--- src/source/l15_adapter_pkg.sv ---
package l15_adapter_pkg;

  // Widths of the memory port
  localparam int PADDR_W    = 40;
  localparam int MEM_DATA_W = 128;
  localparam int MEM_BE_W   = 16;
  localparam int MEM_ID_W   = 4;

  // Request sources, also used as the response routing tag
  localparam int NUM_PORTS = 3;
  typedef logic [1:0] port_id_t;
  localparam port_id_t PORT_ICACHE = 2'd0;
  localparam port_id_t PORT_DREAD  = 2'd1;
  localparam port_id_t PORT_DWRITE = 2'd2;

  // Log2 of the request size in bytes
  localparam int ICACHE_WORD_SIZE = 3;
  localparam int ICACHE_LINE_SIZE = 4;

  typedef enum logic {
    MEM_READ  = 1'b0,
    MEM_WRITE = 1'b1
  } mem_cmd_e;

  typedef struct packed {
    logic [PADDR_W-1:0]  addr;
    logic [2:0]          size;
    logic [MEM_ID_W-1:0] id;
    mem_cmd_e            cmd;
    logic                cacheable;
  } mem_req_t;

  typedef struct packed {
    logic [MEM_DATA_W-1:0] data;
    logic [MEM_BE_W-1:0]   be;
  } mem_wdata_t;

  // What leaves on the memory port
  typedef struct packed {
    port_id_t   port_id;
    mem_req_t   req;
    mem_wdata_t wdata;
  } l15_req_t;

  typedef struct packed {
    port_id_t              port_id;
    logic [MEM_ID_W-1:0]   id;
    logic [MEM_DATA_W-1:0] data;
    logic                  error;
    logic                  wack;
  } mem_resp_t;

  typedef struct packed {
    logic [PADDR_W-1:0]  paddr;
    logic                nc;
    logic [MEM_ID_W-1:0] tid;
  } icache_miss_t;

  // Fill ack is the only return type left
  typedef enum logic {
    ICACHE_IFILL_ACK = 1'b0
  } icache_rtrn_e;

  typedef struct packed {
    icache_rtrn_e          rtype;
    logic [MEM_DATA_W-1:0] data;
    logic [MEM_ID_W-1:0]   tid;
  } icache_rtrn_t;

endpackage
--- src/source/l15_adapter_top.sv ---
`timescale 1ns/1ps

module l15_adapter_top import l15_adapter_pkg::*; (
  input  logic         clk_i,
  input  logic         arst_n_i,

  // Instruction cache
  input  logic         icache_miss_valid_i,
  output logic         icache_miss_ready_o,
  input  icache_miss_t icache_miss_i,
  output logic         icache_rtrn_valid_o,
  output icache_rtrn_t icache_rtrn_o,

  // Data cache read miss and write buffer
  input  logic         dread_valid_i,
  output logic         dread_ready_o,
  input  mem_req_t     dread_req_i,
  input  logic         wreq_valid_i,
  input  logic         wdata_valid_i,
  output logic         wreq_ready_o,
  input  mem_req_t     wreq_i,
  input  mem_wdata_t   wdata_i,

  output logic         dread_resp_valid_o,
  input  logic         dread_resp_ready_i,
  output mem_resp_t    dread_resp_o,
  output logic         dwrite_resp_valid_o,
  input  logic         dwrite_resp_ready_i,
  output mem_resp_t    dwrite_resp_o,

  // Memory port
  output logic         mem_req_valid_o,
  input  logic         mem_req_ready_i,
  output l15_req_t     mem_req_o,
  input  logic         mem_resp_valid_i,
  output logic         mem_resp_ready_o,
  input  mem_resp_t    mem_resp_i
);

  logic      ic_req_valid;
  logic      ic_req_ready;
  mem_req_t  ic_req;
  logic      ic_resp_valid;
  mem_resp_t ic_resp;
  mem_resp_t dcache_resp;

  icache_miss_port u_icache_miss_port (
    .clk_i        (clk_i),
    .arst_n_i     (arst_n_i),
    .miss_valid_i (icache_miss_valid_i),
    .miss_ready_o (icache_miss_ready_o),
    .miss_i       (icache_miss_i),
    .req_valid_o  (ic_req_valid),
    .req_ready_i  (ic_req_ready),
    .req_o        (ic_req),
    .resp_valid_i (ic_resp_valid),
    .resp_i       (ic_resp),
    .rtrn_valid_o (icache_rtrn_valid_o),
    .rtrn_o       (icache_rtrn_o)
  );

  l15_req_arbiter u_req_arbiter (
    .clk_i           (clk_i),
    .arst_n_i        (arst_n_i),
    .icache_valid_i  (ic_req_valid),
    .icache_ready_o  (ic_req_ready),
    .icache_req_i    (ic_req),
    .dread_valid_i   (dread_valid_i),
    .dread_ready_o   (dread_ready_o),
    .dread_req_i     (dread_req_i),
    .wreq_valid_i    (wreq_valid_i),
    .wdata_valid_i   (wdata_valid_i),
    .wreq_ready_o    (wreq_ready_o),
    .wreq_i          (wreq_i),
    .wdata_i         (wdata_i),
    .mem_req_valid_o (mem_req_valid_o),
    .mem_req_ready_i (mem_req_ready_i),
    .mem_req_o       (mem_req_o)
  );

  l15_resp_demux u_resp_demux (
    .clk_i          (clk_i),
    .arst_n_i       (arst_n_i),
    .resp_valid_i   (mem_resp_valid_i),
    .resp_ready_o   (mem_resp_ready_o),
    .resp_i         (mem_resp_i),
    .icache_valid_o (ic_resp_valid),
    .icache_resp_o  (ic_resp),
    .dread_valid_o  (dread_resp_valid_o),
    .dread_ready_i  (dread_resp_ready_i),
    .dwrite_valid_o (dwrite_resp_valid_o),
    .dwrite_ready_i (dwrite_resp_ready_i),
    .dcache_resp_o  (dcache_resp)
  );

  // Both data cache ports see the same payload, valids tell them apart
  assign dread_resp_o  = dcache_resp;
  assign dwrite_resp_o = dcache_resp;

endmodule

--- src/source/l15_resp_demux.sv ---
`timescale 1ns/1ps

module l15_resp_demux import l15_adapter_pkg::*; (
  input  logic      clk_i,
  input  logic      arst_n_i,

  // From the memory port
  input  logic      resp_valid_i,
  output logic      resp_ready_o,
  input  mem_resp_t resp_i,

  // Instruction cache side, never stalls
  output logic      icache_valid_o,
  output mem_resp_t icache_resp_o,

  // Data cache side
  output logic      dread_valid_o,
  input  logic      dread_ready_i,
  output logic      dwrite_valid_o,
  input  logic      dwrite_ready_i,
  output mem_resp_t dcache_resp_o
);

  logic      buf_valid;
  logic      buf_ready;
  mem_resp_t buf_resp;

  one_entry_buffer #(
    .payload_t (mem_resp_t)
  ) u_resp_buf (
    .clk_i       (clk_i),
    .arst_n_i    (arst_n_i),
    .in_valid_i  (resp_valid_i),
    .in_ready_o  (resp_ready_o),
    .in_data_i   (resp_i),
    .out_valid_o (buf_valid),
    .out_ready_i (buf_ready),
    .out_data_o  (buf_resp)
  );

  // Route by the echoed port tag
  assign icache_valid_o = buf_valid && (buf_resp.port_id == PORT_ICACHE);
  assign dread_valid_o  = buf_valid && (buf_resp.port_id == PORT_DREAD);
  assign dwrite_valid_o = buf_valid && (buf_resp.port_id == PORT_DWRITE);

  always_comb begin
    case (buf_resp.port_id)
      PORT_DREAD:  buf_ready = dread_ready_i;
      PORT_DWRITE: buf_ready = dwrite_ready_i;
      default:     buf_ready = 1'b1;
    endcase
  end

  assign icache_resp_o = buf_resp;
  assign dcache_resp_o = buf_resp;

  a_valid_port: assert property (@(posedge clk_i) disable iff (!arst_n_i)
    buf_valid |-> (int'(buf_resp.port_id) < NUM_PORTS));

endmodule

--- src/source/l15_req_arbiter.sv ---
`timescale 1ns/1ps

module l15_req_arbiter import l15_adapter_pkg::*; (
  input  logic       clk_i,
  input  logic       arst_n_i,

  input  logic       icache_valid_i,
  output logic       icache_ready_o,
  input  mem_req_t   icache_req_i,

  input  logic       dread_valid_i,
  output logic       dread_ready_o,
  input  mem_req_t   dread_req_i,

  input  logic       wreq_valid_i,
  input  logic       wdata_valid_i,
  output logic       wreq_ready_o,
  input  mem_req_t   wreq_i,
  input  mem_wdata_t wdata_i,

  output logic       mem_req_valid_o,
  input  logic       mem_req_ready_i,
  output l15_req_t   mem_req_o
);

  logic [NUM_PORTS-1:0] req_vld;
  port_id_t             rr_ptr_q;
  port_id_t             pick_id;
  port_id_t             gnt_id;
  logic                 lock_q;
  port_id_t             lock_id_q;
  logic                 xfer;

  // Write counts only once its data beat is there too
  assign req_vld[PORT_ICACHE] = icache_valid_i;
  assign req_vld[PORT_DREAD]  = dread_valid_i;
  assign req_vld[PORT_DWRITE] = wreq_valid_i & wdata_valid_i;

  // First requester at or after the pointer, lowest offset wins
  always_comb begin
    pick_id = rr_ptr_q;
    for (int i = NUM_PORTS - 1; i >= 0; i--) begin
      if (req_vld[(int'(rr_ptr_q) + i) % NUM_PORTS]) begin
        pick_id = port_id_t'((int'(rr_ptr_q) + i) % NUM_PORTS);
      end
    end
  end

  // A stalled grant is kept until the memory takes it
  assign gnt_id          = lock_q ? lock_id_q : pick_id;
  assign mem_req_valid_o = req_vld[gnt_id];
  assign xfer            = mem_req_valid_o & mem_req_ready_i;

  assign icache_ready_o = xfer && (gnt_id == PORT_ICACHE);
  assign dread_ready_o  = xfer && (gnt_id == PORT_DREAD);
  assign wreq_ready_o   = xfer && (gnt_id == PORT_DWRITE);

  always_comb begin
    mem_req_o.port_id = gnt_id;
    mem_req_o.wdata   = '0;
    case (gnt_id)
      PORT_DREAD:  mem_req_o.req = dread_req_i;
      PORT_DWRITE: begin
        mem_req_o.req   = wreq_i;
        mem_req_o.wdata = wdata_i;
      end
      default:     mem_req_o.req = icache_req_i;
    endcase
  end

  always_ff @(posedge clk_i or negedge arst_n_i) begin
    if (!arst_n_i) begin
      rr_ptr_q  <= PORT_ICACHE;
      lock_q    <= 1'b0;
      lock_id_q <= PORT_ICACHE;
    end else begin
      if (xfer) begin
        rr_ptr_q <= (gnt_id == port_id_t'(NUM_PORTS - 1)) ? PORT_ICACHE : gnt_id + 2'd1;
      end
      lock_q <= mem_req_valid_o & ~mem_req_ready_i;
      if (mem_req_valid_o) begin
        lock_id_q <= gnt_id;
      end
    end
  end

  a_one_ready: assert property (@(posedge clk_i) disable iff (!arst_n_i)
    $onehot0({icache_ready_o, dread_ready_o, wreq_ready_o}));

  // Sources hold their payload, so a stalled request must not change
  a_stall_stable: assert property (@(posedge clk_i) disable iff (!arst_n_i)
    mem_req_valid_o && !mem_req_ready_i |=> mem_req_valid_o && $stable(mem_req_o));

endmodule

--- src/source/icache_miss_port.sv ---
`timescale 1ns/1ps

module icache_miss_port import l15_adapter_pkg::*; (
  input  logic         clk_i,
  input  logic         arst_n_i,

  // Miss from the instruction cache
  input  logic         miss_valid_i,
  output logic         miss_ready_o,
  input  icache_miss_t miss_i,

  // Buffered read towards the arbiter
  output logic         req_valid_o,
  input  logic         req_ready_i,
  output mem_req_t     req_o,

  // Routed response and fill return
  input  logic         resp_valid_i,
  input  mem_resp_t    resp_i,
  output logic         rtrn_valid_o,
  output icache_rtrn_t rtrn_o
);

  mem_req_t miss_req;

  // Non-cacheable fetches read a single word
  assign miss_req.addr      = miss_i.paddr;
  assign miss_req.size      = miss_i.nc ? 3'(ICACHE_WORD_SIZE) : 3'(ICACHE_LINE_SIZE);
  assign miss_req.id        = miss_i.tid;
  assign miss_req.cmd       = MEM_READ;
  assign miss_req.cacheable = ~miss_i.nc;

  // Decouples the cache from the arbiter and cuts the ready path
  one_entry_buffer #(
    .payload_t (mem_req_t)
  ) u_miss_buf (
    .clk_i       (clk_i),
    .arst_n_i    (arst_n_i),
    .in_valid_i  (miss_valid_i),
    .in_ready_o  (miss_ready_o),
    .in_data_i   (miss_req),
    .out_valid_o (req_valid_o),
    .out_ready_i (req_ready_i),
    .out_data_o  (req_o)
  );

  // The cache always takes a return, so valid passes straight through
  assign rtrn_valid_o = resp_valid_i;
  assign rtrn_o.rtype = ICACHE_IFILL_ACK;
  assign rtrn_o.data  = resp_i.data;
  assign rtrn_o.tid   = resp_i.id;

endmodule

--- src/source/one_entry_buffer.sv ---
`timescale 1ns/1ps

module one_entry_buffer #(
  parameter type payload_t = logic
) (
  input  logic     clk_i,
  input  logic     arst_n_i,

  input  logic     in_valid_i,
  output logic     in_ready_o,
  input  payload_t in_data_i,

  output logic     out_valid_o,
  input  logic     out_ready_i,
  output payload_t out_data_o
);

  logic     full_q;
  payload_t data_q;
  logic     push;

  // Accept when empty or when the held item leaves this cycle
  assign in_ready_o  = ~full_q | out_ready_i;
  assign push        = in_valid_i & in_ready_o;
  assign out_valid_o = full_q;
  assign out_data_o  = data_q;

  always_ff @(posedge clk_i or negedge arst_n_i) begin
    if (!arst_n_i) begin
      full_q <= 1'b0;
    end else if (push) begin
      full_q <= 1'b1;
    end else if (out_ready_i) begin
      full_q <= 1'b0;
    end
  end

  always_ff @(posedge clk_i) begin
    if (push) begin
      data_q <= in_data_i;
    end
  end

  // Item must not change under a stalled consumer
  a_hold_stable: assert property (@(posedge clk_i) disable iff (!arst_n_i)
    full_q && !out_ready_i |=> full_q && $stable(data_q));

endmodule

--- config.mk ---
export PLATFORM = sky130hd
export DESIGN_NAME = l15_adapter_top
export DESIGN_NICKNAME = d
export VERILOG_FILES = /design/src/source/l15_adapter_pkg.sv /design/src/source/l15_adapter_top.sv /design/src/source/l15_resp_demux.sv /design/src/source/l15_req_arbiter.sv /design/src/source/icache_miss_port.sv /design/src/source/one_entry_buffer.sv
export SDC_FILE = /design/constraint.sdc
export NUM_CORES = 1
export LEC_CHECK = 0
export ABC_AREA = 1
export BUFFER_PORTS_ARGS = -buffer_cell sky130_fd_sc_hd__buf_2
export CORE_AREA = 2 2 411 413
export DETAILED_ROUTE_END_ITERATION = 7
export DIE_AREA = 0 0 413 415
export HOLD_SLACK_MARGIN = 0.02
export SYNTH_ARGS = -nofsm -noshare
export SYNTH_HDL_FRONTEND = slang
export SYNTH_SLANG_ARGS = --single-unit
--- constraint.sdc ---
create_clock -name clk_i -period 18.1 [get_ports clk_i]
set_input_delay 4.525 -clock clk_i [delete_from_list [all_inputs] [get_ports clk_i]]
set_output_delay 4.525 -clock clk_i [all_outputs]
set_load 0.03 [all_outputs]
==> impl_results.md <==
* Outcome: completed
* # resized after CTS at 0
* Sink Count at 189
* Syn nets at 1527
* Worst IR Drop VDD at 150.9 uV
* Reg-to-reg endpoint: u_resp_demux.u_resp_buf.out_data_o[126]$_DFFE_PP_
* CTS Buf Count at 17
* DRT antenna net count at 0
* Min setup slack post-route at 5.479 ns
* CP most frequent cell: nand2_1
* Slew @ Worst Pin at 0.9371 ns
* Total power at 3.058 mW
* Area leader, netlist: edfxtp_1
* Startpoint types: input port
* CP delay by family, top: buffers and inverters
* Max-slew headroom at 37.53%
* Hold_buf cts at 0
* Simple-Gate Fraction of Synth Area at 12.18%
* Crit path cell chain: buf_2, nand2_1, inv_1, nand3_2, nand2_1, nor2_1, nand2_1, nand2_2, nand2_4, inv_1, ha_4, buf_4, buf_4, a21oi_1, a21oi_1, buf_2
* Num rows at 150
* Count of cell types in the netlist at 24
* First-pass GRT wire length at 124.2 mm
* Mapped Avg Cell Area at 9.547 um2
* Final setup viols at 0
* Adder-Cell Fraction of Synth Area at 1.087%
* Register area at 5640 um2
* Nets at 2286
* Final min period at 12.62 ns
* Critical path's slowest cell: ha_4
* Vias in the first global route at 9993
* Most frequent cell after synthesis: buf_4
* Async set-reset flop share out of synthesis at 3.704%
* Final Skew at 0.02447 ns
* Final period util at 69.73%
* Number of flops mapped to enable cells by yosys at 182
* Critical path buffer and inverter count at 6
* Initial Utilization at 6.215%
* Reg2reg setup slack at 13.98 ns
* Max Slew Vio Count at 0
* Cells on Worst Hold Path at 2
* CTS root buf: clkbuf_16
* Hold EP: u_req_arbiter.lock_id_q[1]$_DFFE_PN0N_
* Post-Synth XOR/XNOR Area at 0%
* Post-DP Area at 16250 um2
* Routability Congestion at 0.9425
* Final core utilization at 10.18%
* Hold Slack at 0.5197 ns
* CP max stage delay at 0.74 ns
* Synth warn at 0
* Grt ovf at 0
* Leak at 8.722 nW
* Synthesized cell area at 10360 um2
* Via count at 11460
* Clock buffer depth at 2
* Initial antenna violation count at 175
* Synth Register Bits at 189
* Top FF cell, synth: edfxtp_1
* Hold Crit Start: u_req_arbiter.lock_id_q[1]$_DFFE_PN0N_
* Share of layout cells above drive strength 1 at 59.72%
* DRT iter0 DRCs at 919
* Post-CTS setup buffers at 0
* Non-filler cells, final at 4104
* Multiplexer share of the synthesized area at 0%
* Clk slew on worst S/H paths at 0.09 ns
* Post-DP HPWL at 97.06 mm
* Worst-path maximum fanout at 92
* Via/cell ratio at 2.793
* Worst min-delay path class: reg -> reg
* Setup TNS at 0 ns
* Pre-CTS setup slack at 5.551 ns
* DIE AREA at 171400 um2
* Area Overhead vs Synth at 63.74%
* Sequential-to-total area share from yosys stat at 54.45%
* PwrDens at 180.3 nW/um2
* Number of cells on the worst reg-to-reg path at 7
* Largest net degree at the start of global routing at 93
* Hold Vio Cnt, Final at 0
* Clk_lat worst skew at 0.55 ns
* Area occupied by multi-input gates at 1954 um2
* Core Area at 166700 um2
* Wire length per cell at 26.08 um
* WP data required at 13.57 ns
* Synth cell count leaders: 269 x buf_4, 228 x nand2_1, 182 x edfxtp_1
* Compound-gate portion of the synthesized area at 5.242%
* Die X at 413 um
* Die H at 415 um
* GRT Util Overall at 11.89%
* Worst Setup End Kind: output port
* Gate Count Post-Synth at 1085
* WL final at 107.0 mm
* TritonCTS clock tree: done
* RSZ-0062 raised after global routing: no
* Buffers on Ports at 1039
* First-pass DRT Iterations at 6
* Filler cell count at 19360
* Htree depth at 4
* WS Path Type: in -> out
* Main area contributors after synthesis: edfxtp_1 53%, buf_4 19%, nand2_1 8.3%
* Number of max-cap violations at 0
* DP Cell Count at 4029
* IO Pins at 1041
* Largest family of logic cells by synthesized area: buffers and inverters
* CP arrival at 8.10 ns
* Synth top area share at 52.76%
* DRC Markers at 0
* Max Fclk at 0.07924 GHz
* Reg2reg start: u_resp_demux.u_resp_buf.out_data_o[135]$_DFFE_PP_
* Final instance area at 16960 um2
-- report_power, final --
part | internal (mW) | total, mW | switching, mW
Sequential | 0.559 | 0.638 | 0.0787
Clock | 0.198 | 0.429 | 0.230
Combinational | 0.460 | 1.99 | 1.53
Total | 1.22 | 3.06 | 1.84
-- cell families (layout without fill, tap and decap cells) --
family	Yosys count	after routing
buf+inv	475	1247
simple gates	307	307
flops	189	189
compound gates	104	104
fa+ha+maj	9	9
other cells	1	44
-- flip-flops by register name (all words and copies together), names as in the netlist --
name and cells:
u_icache_miss_port.u_miss_buf.out_data_o 46, u_icache_miss_port.u_miss_buf.out_valid_o 1, u_req_arbiter.lock_id_q 2, u_req_arbiter.lock_q 1, u_req_arbiter.rr_ptr_q 2, u_resp_demux.u_resp_buf.out_data_o 136, u_resp_demux.u_resp_buf.out_valid_o 1
-- area by class of cell --
| cell class | count | area share (%) |
|---|---|---|
| diodes | 43 | 0.6344 |
| clock buffers | 18 | 2.530 |
| clock inverters | 14 | 1.040 |
| inverters | 168 | 3.747 |
| multi-input cells | 421 | 11.52 |
| flip-flops and latches | 189 | 33.25 |
| well taps | 2204 | 16.26 |
| repair buffers | 1047 | 31.01 |
-- worst min-delay path, stage by stage (launching register included) --
cell and delay [ns]:
dfrtp_1 0.37, nand2_1 0.05, o21ai_0 0.06
-- how the worst max path moves through the flow --
| stage | start | endpoint | slack, ns | depth (start not counted) |
|---|---|---|---|---|
| 2_1_floorplan | wreq_valid_i | mem_req_o[176] | 6.80 | 14 |
| 6_report | wdata_valid_i | mem_req_o[158] | 5.48 | 16 |
| 3_5_place_dp | wdata_valid_i | mem_req_o[169] | 5.55 | 16 |
| 3_3_place_gp | wreq_valid_i | mem_req_o[161] | 5.71 | 16 |
| 4_1_cts | wdata_valid_i | mem_req_o[169] | 5.55 | 16 |
| 5_1_grt | dread_valid_i | mem_req_o[170] | 5.23 | 16 |
-- per-layer routing --
| metal | up-vias | part of all wire [%] | GRT usage [%] | wire length, um |
|---|---|---|---|---|
| li1 | 4701 | - | - | - |
| met1 | 5454 | 39 | 13.94 | 41520 |
| met2 | 1007 | 46 | 19.29 | 49450 |
| met3 | 269 | 11 | 4.828 | 11800 |
| met4 | 32 | 3.8 | 4.413 | 4050 |
| met5 | - | 0.21 | 0 | 221 |
-- placed cells by master (no fill, tap or decap), drive strengths merged --
master	Yosys	final
clkinv	0	6
edfxtp	182	182
bufinv	0	1
dfrtp	7	7
nor2	52	52
a22o	4	4
nand3	11	11
o21ai	4	4
nand4	3	3
clkbuf	30	18
inv	168	173
conb	1	1
buf	277	1047
diode	0	43
clkinvlp	0	2
a21oi	96	96
nand2	241	241
ha	9	9
(Power assumes the default switching activity.)
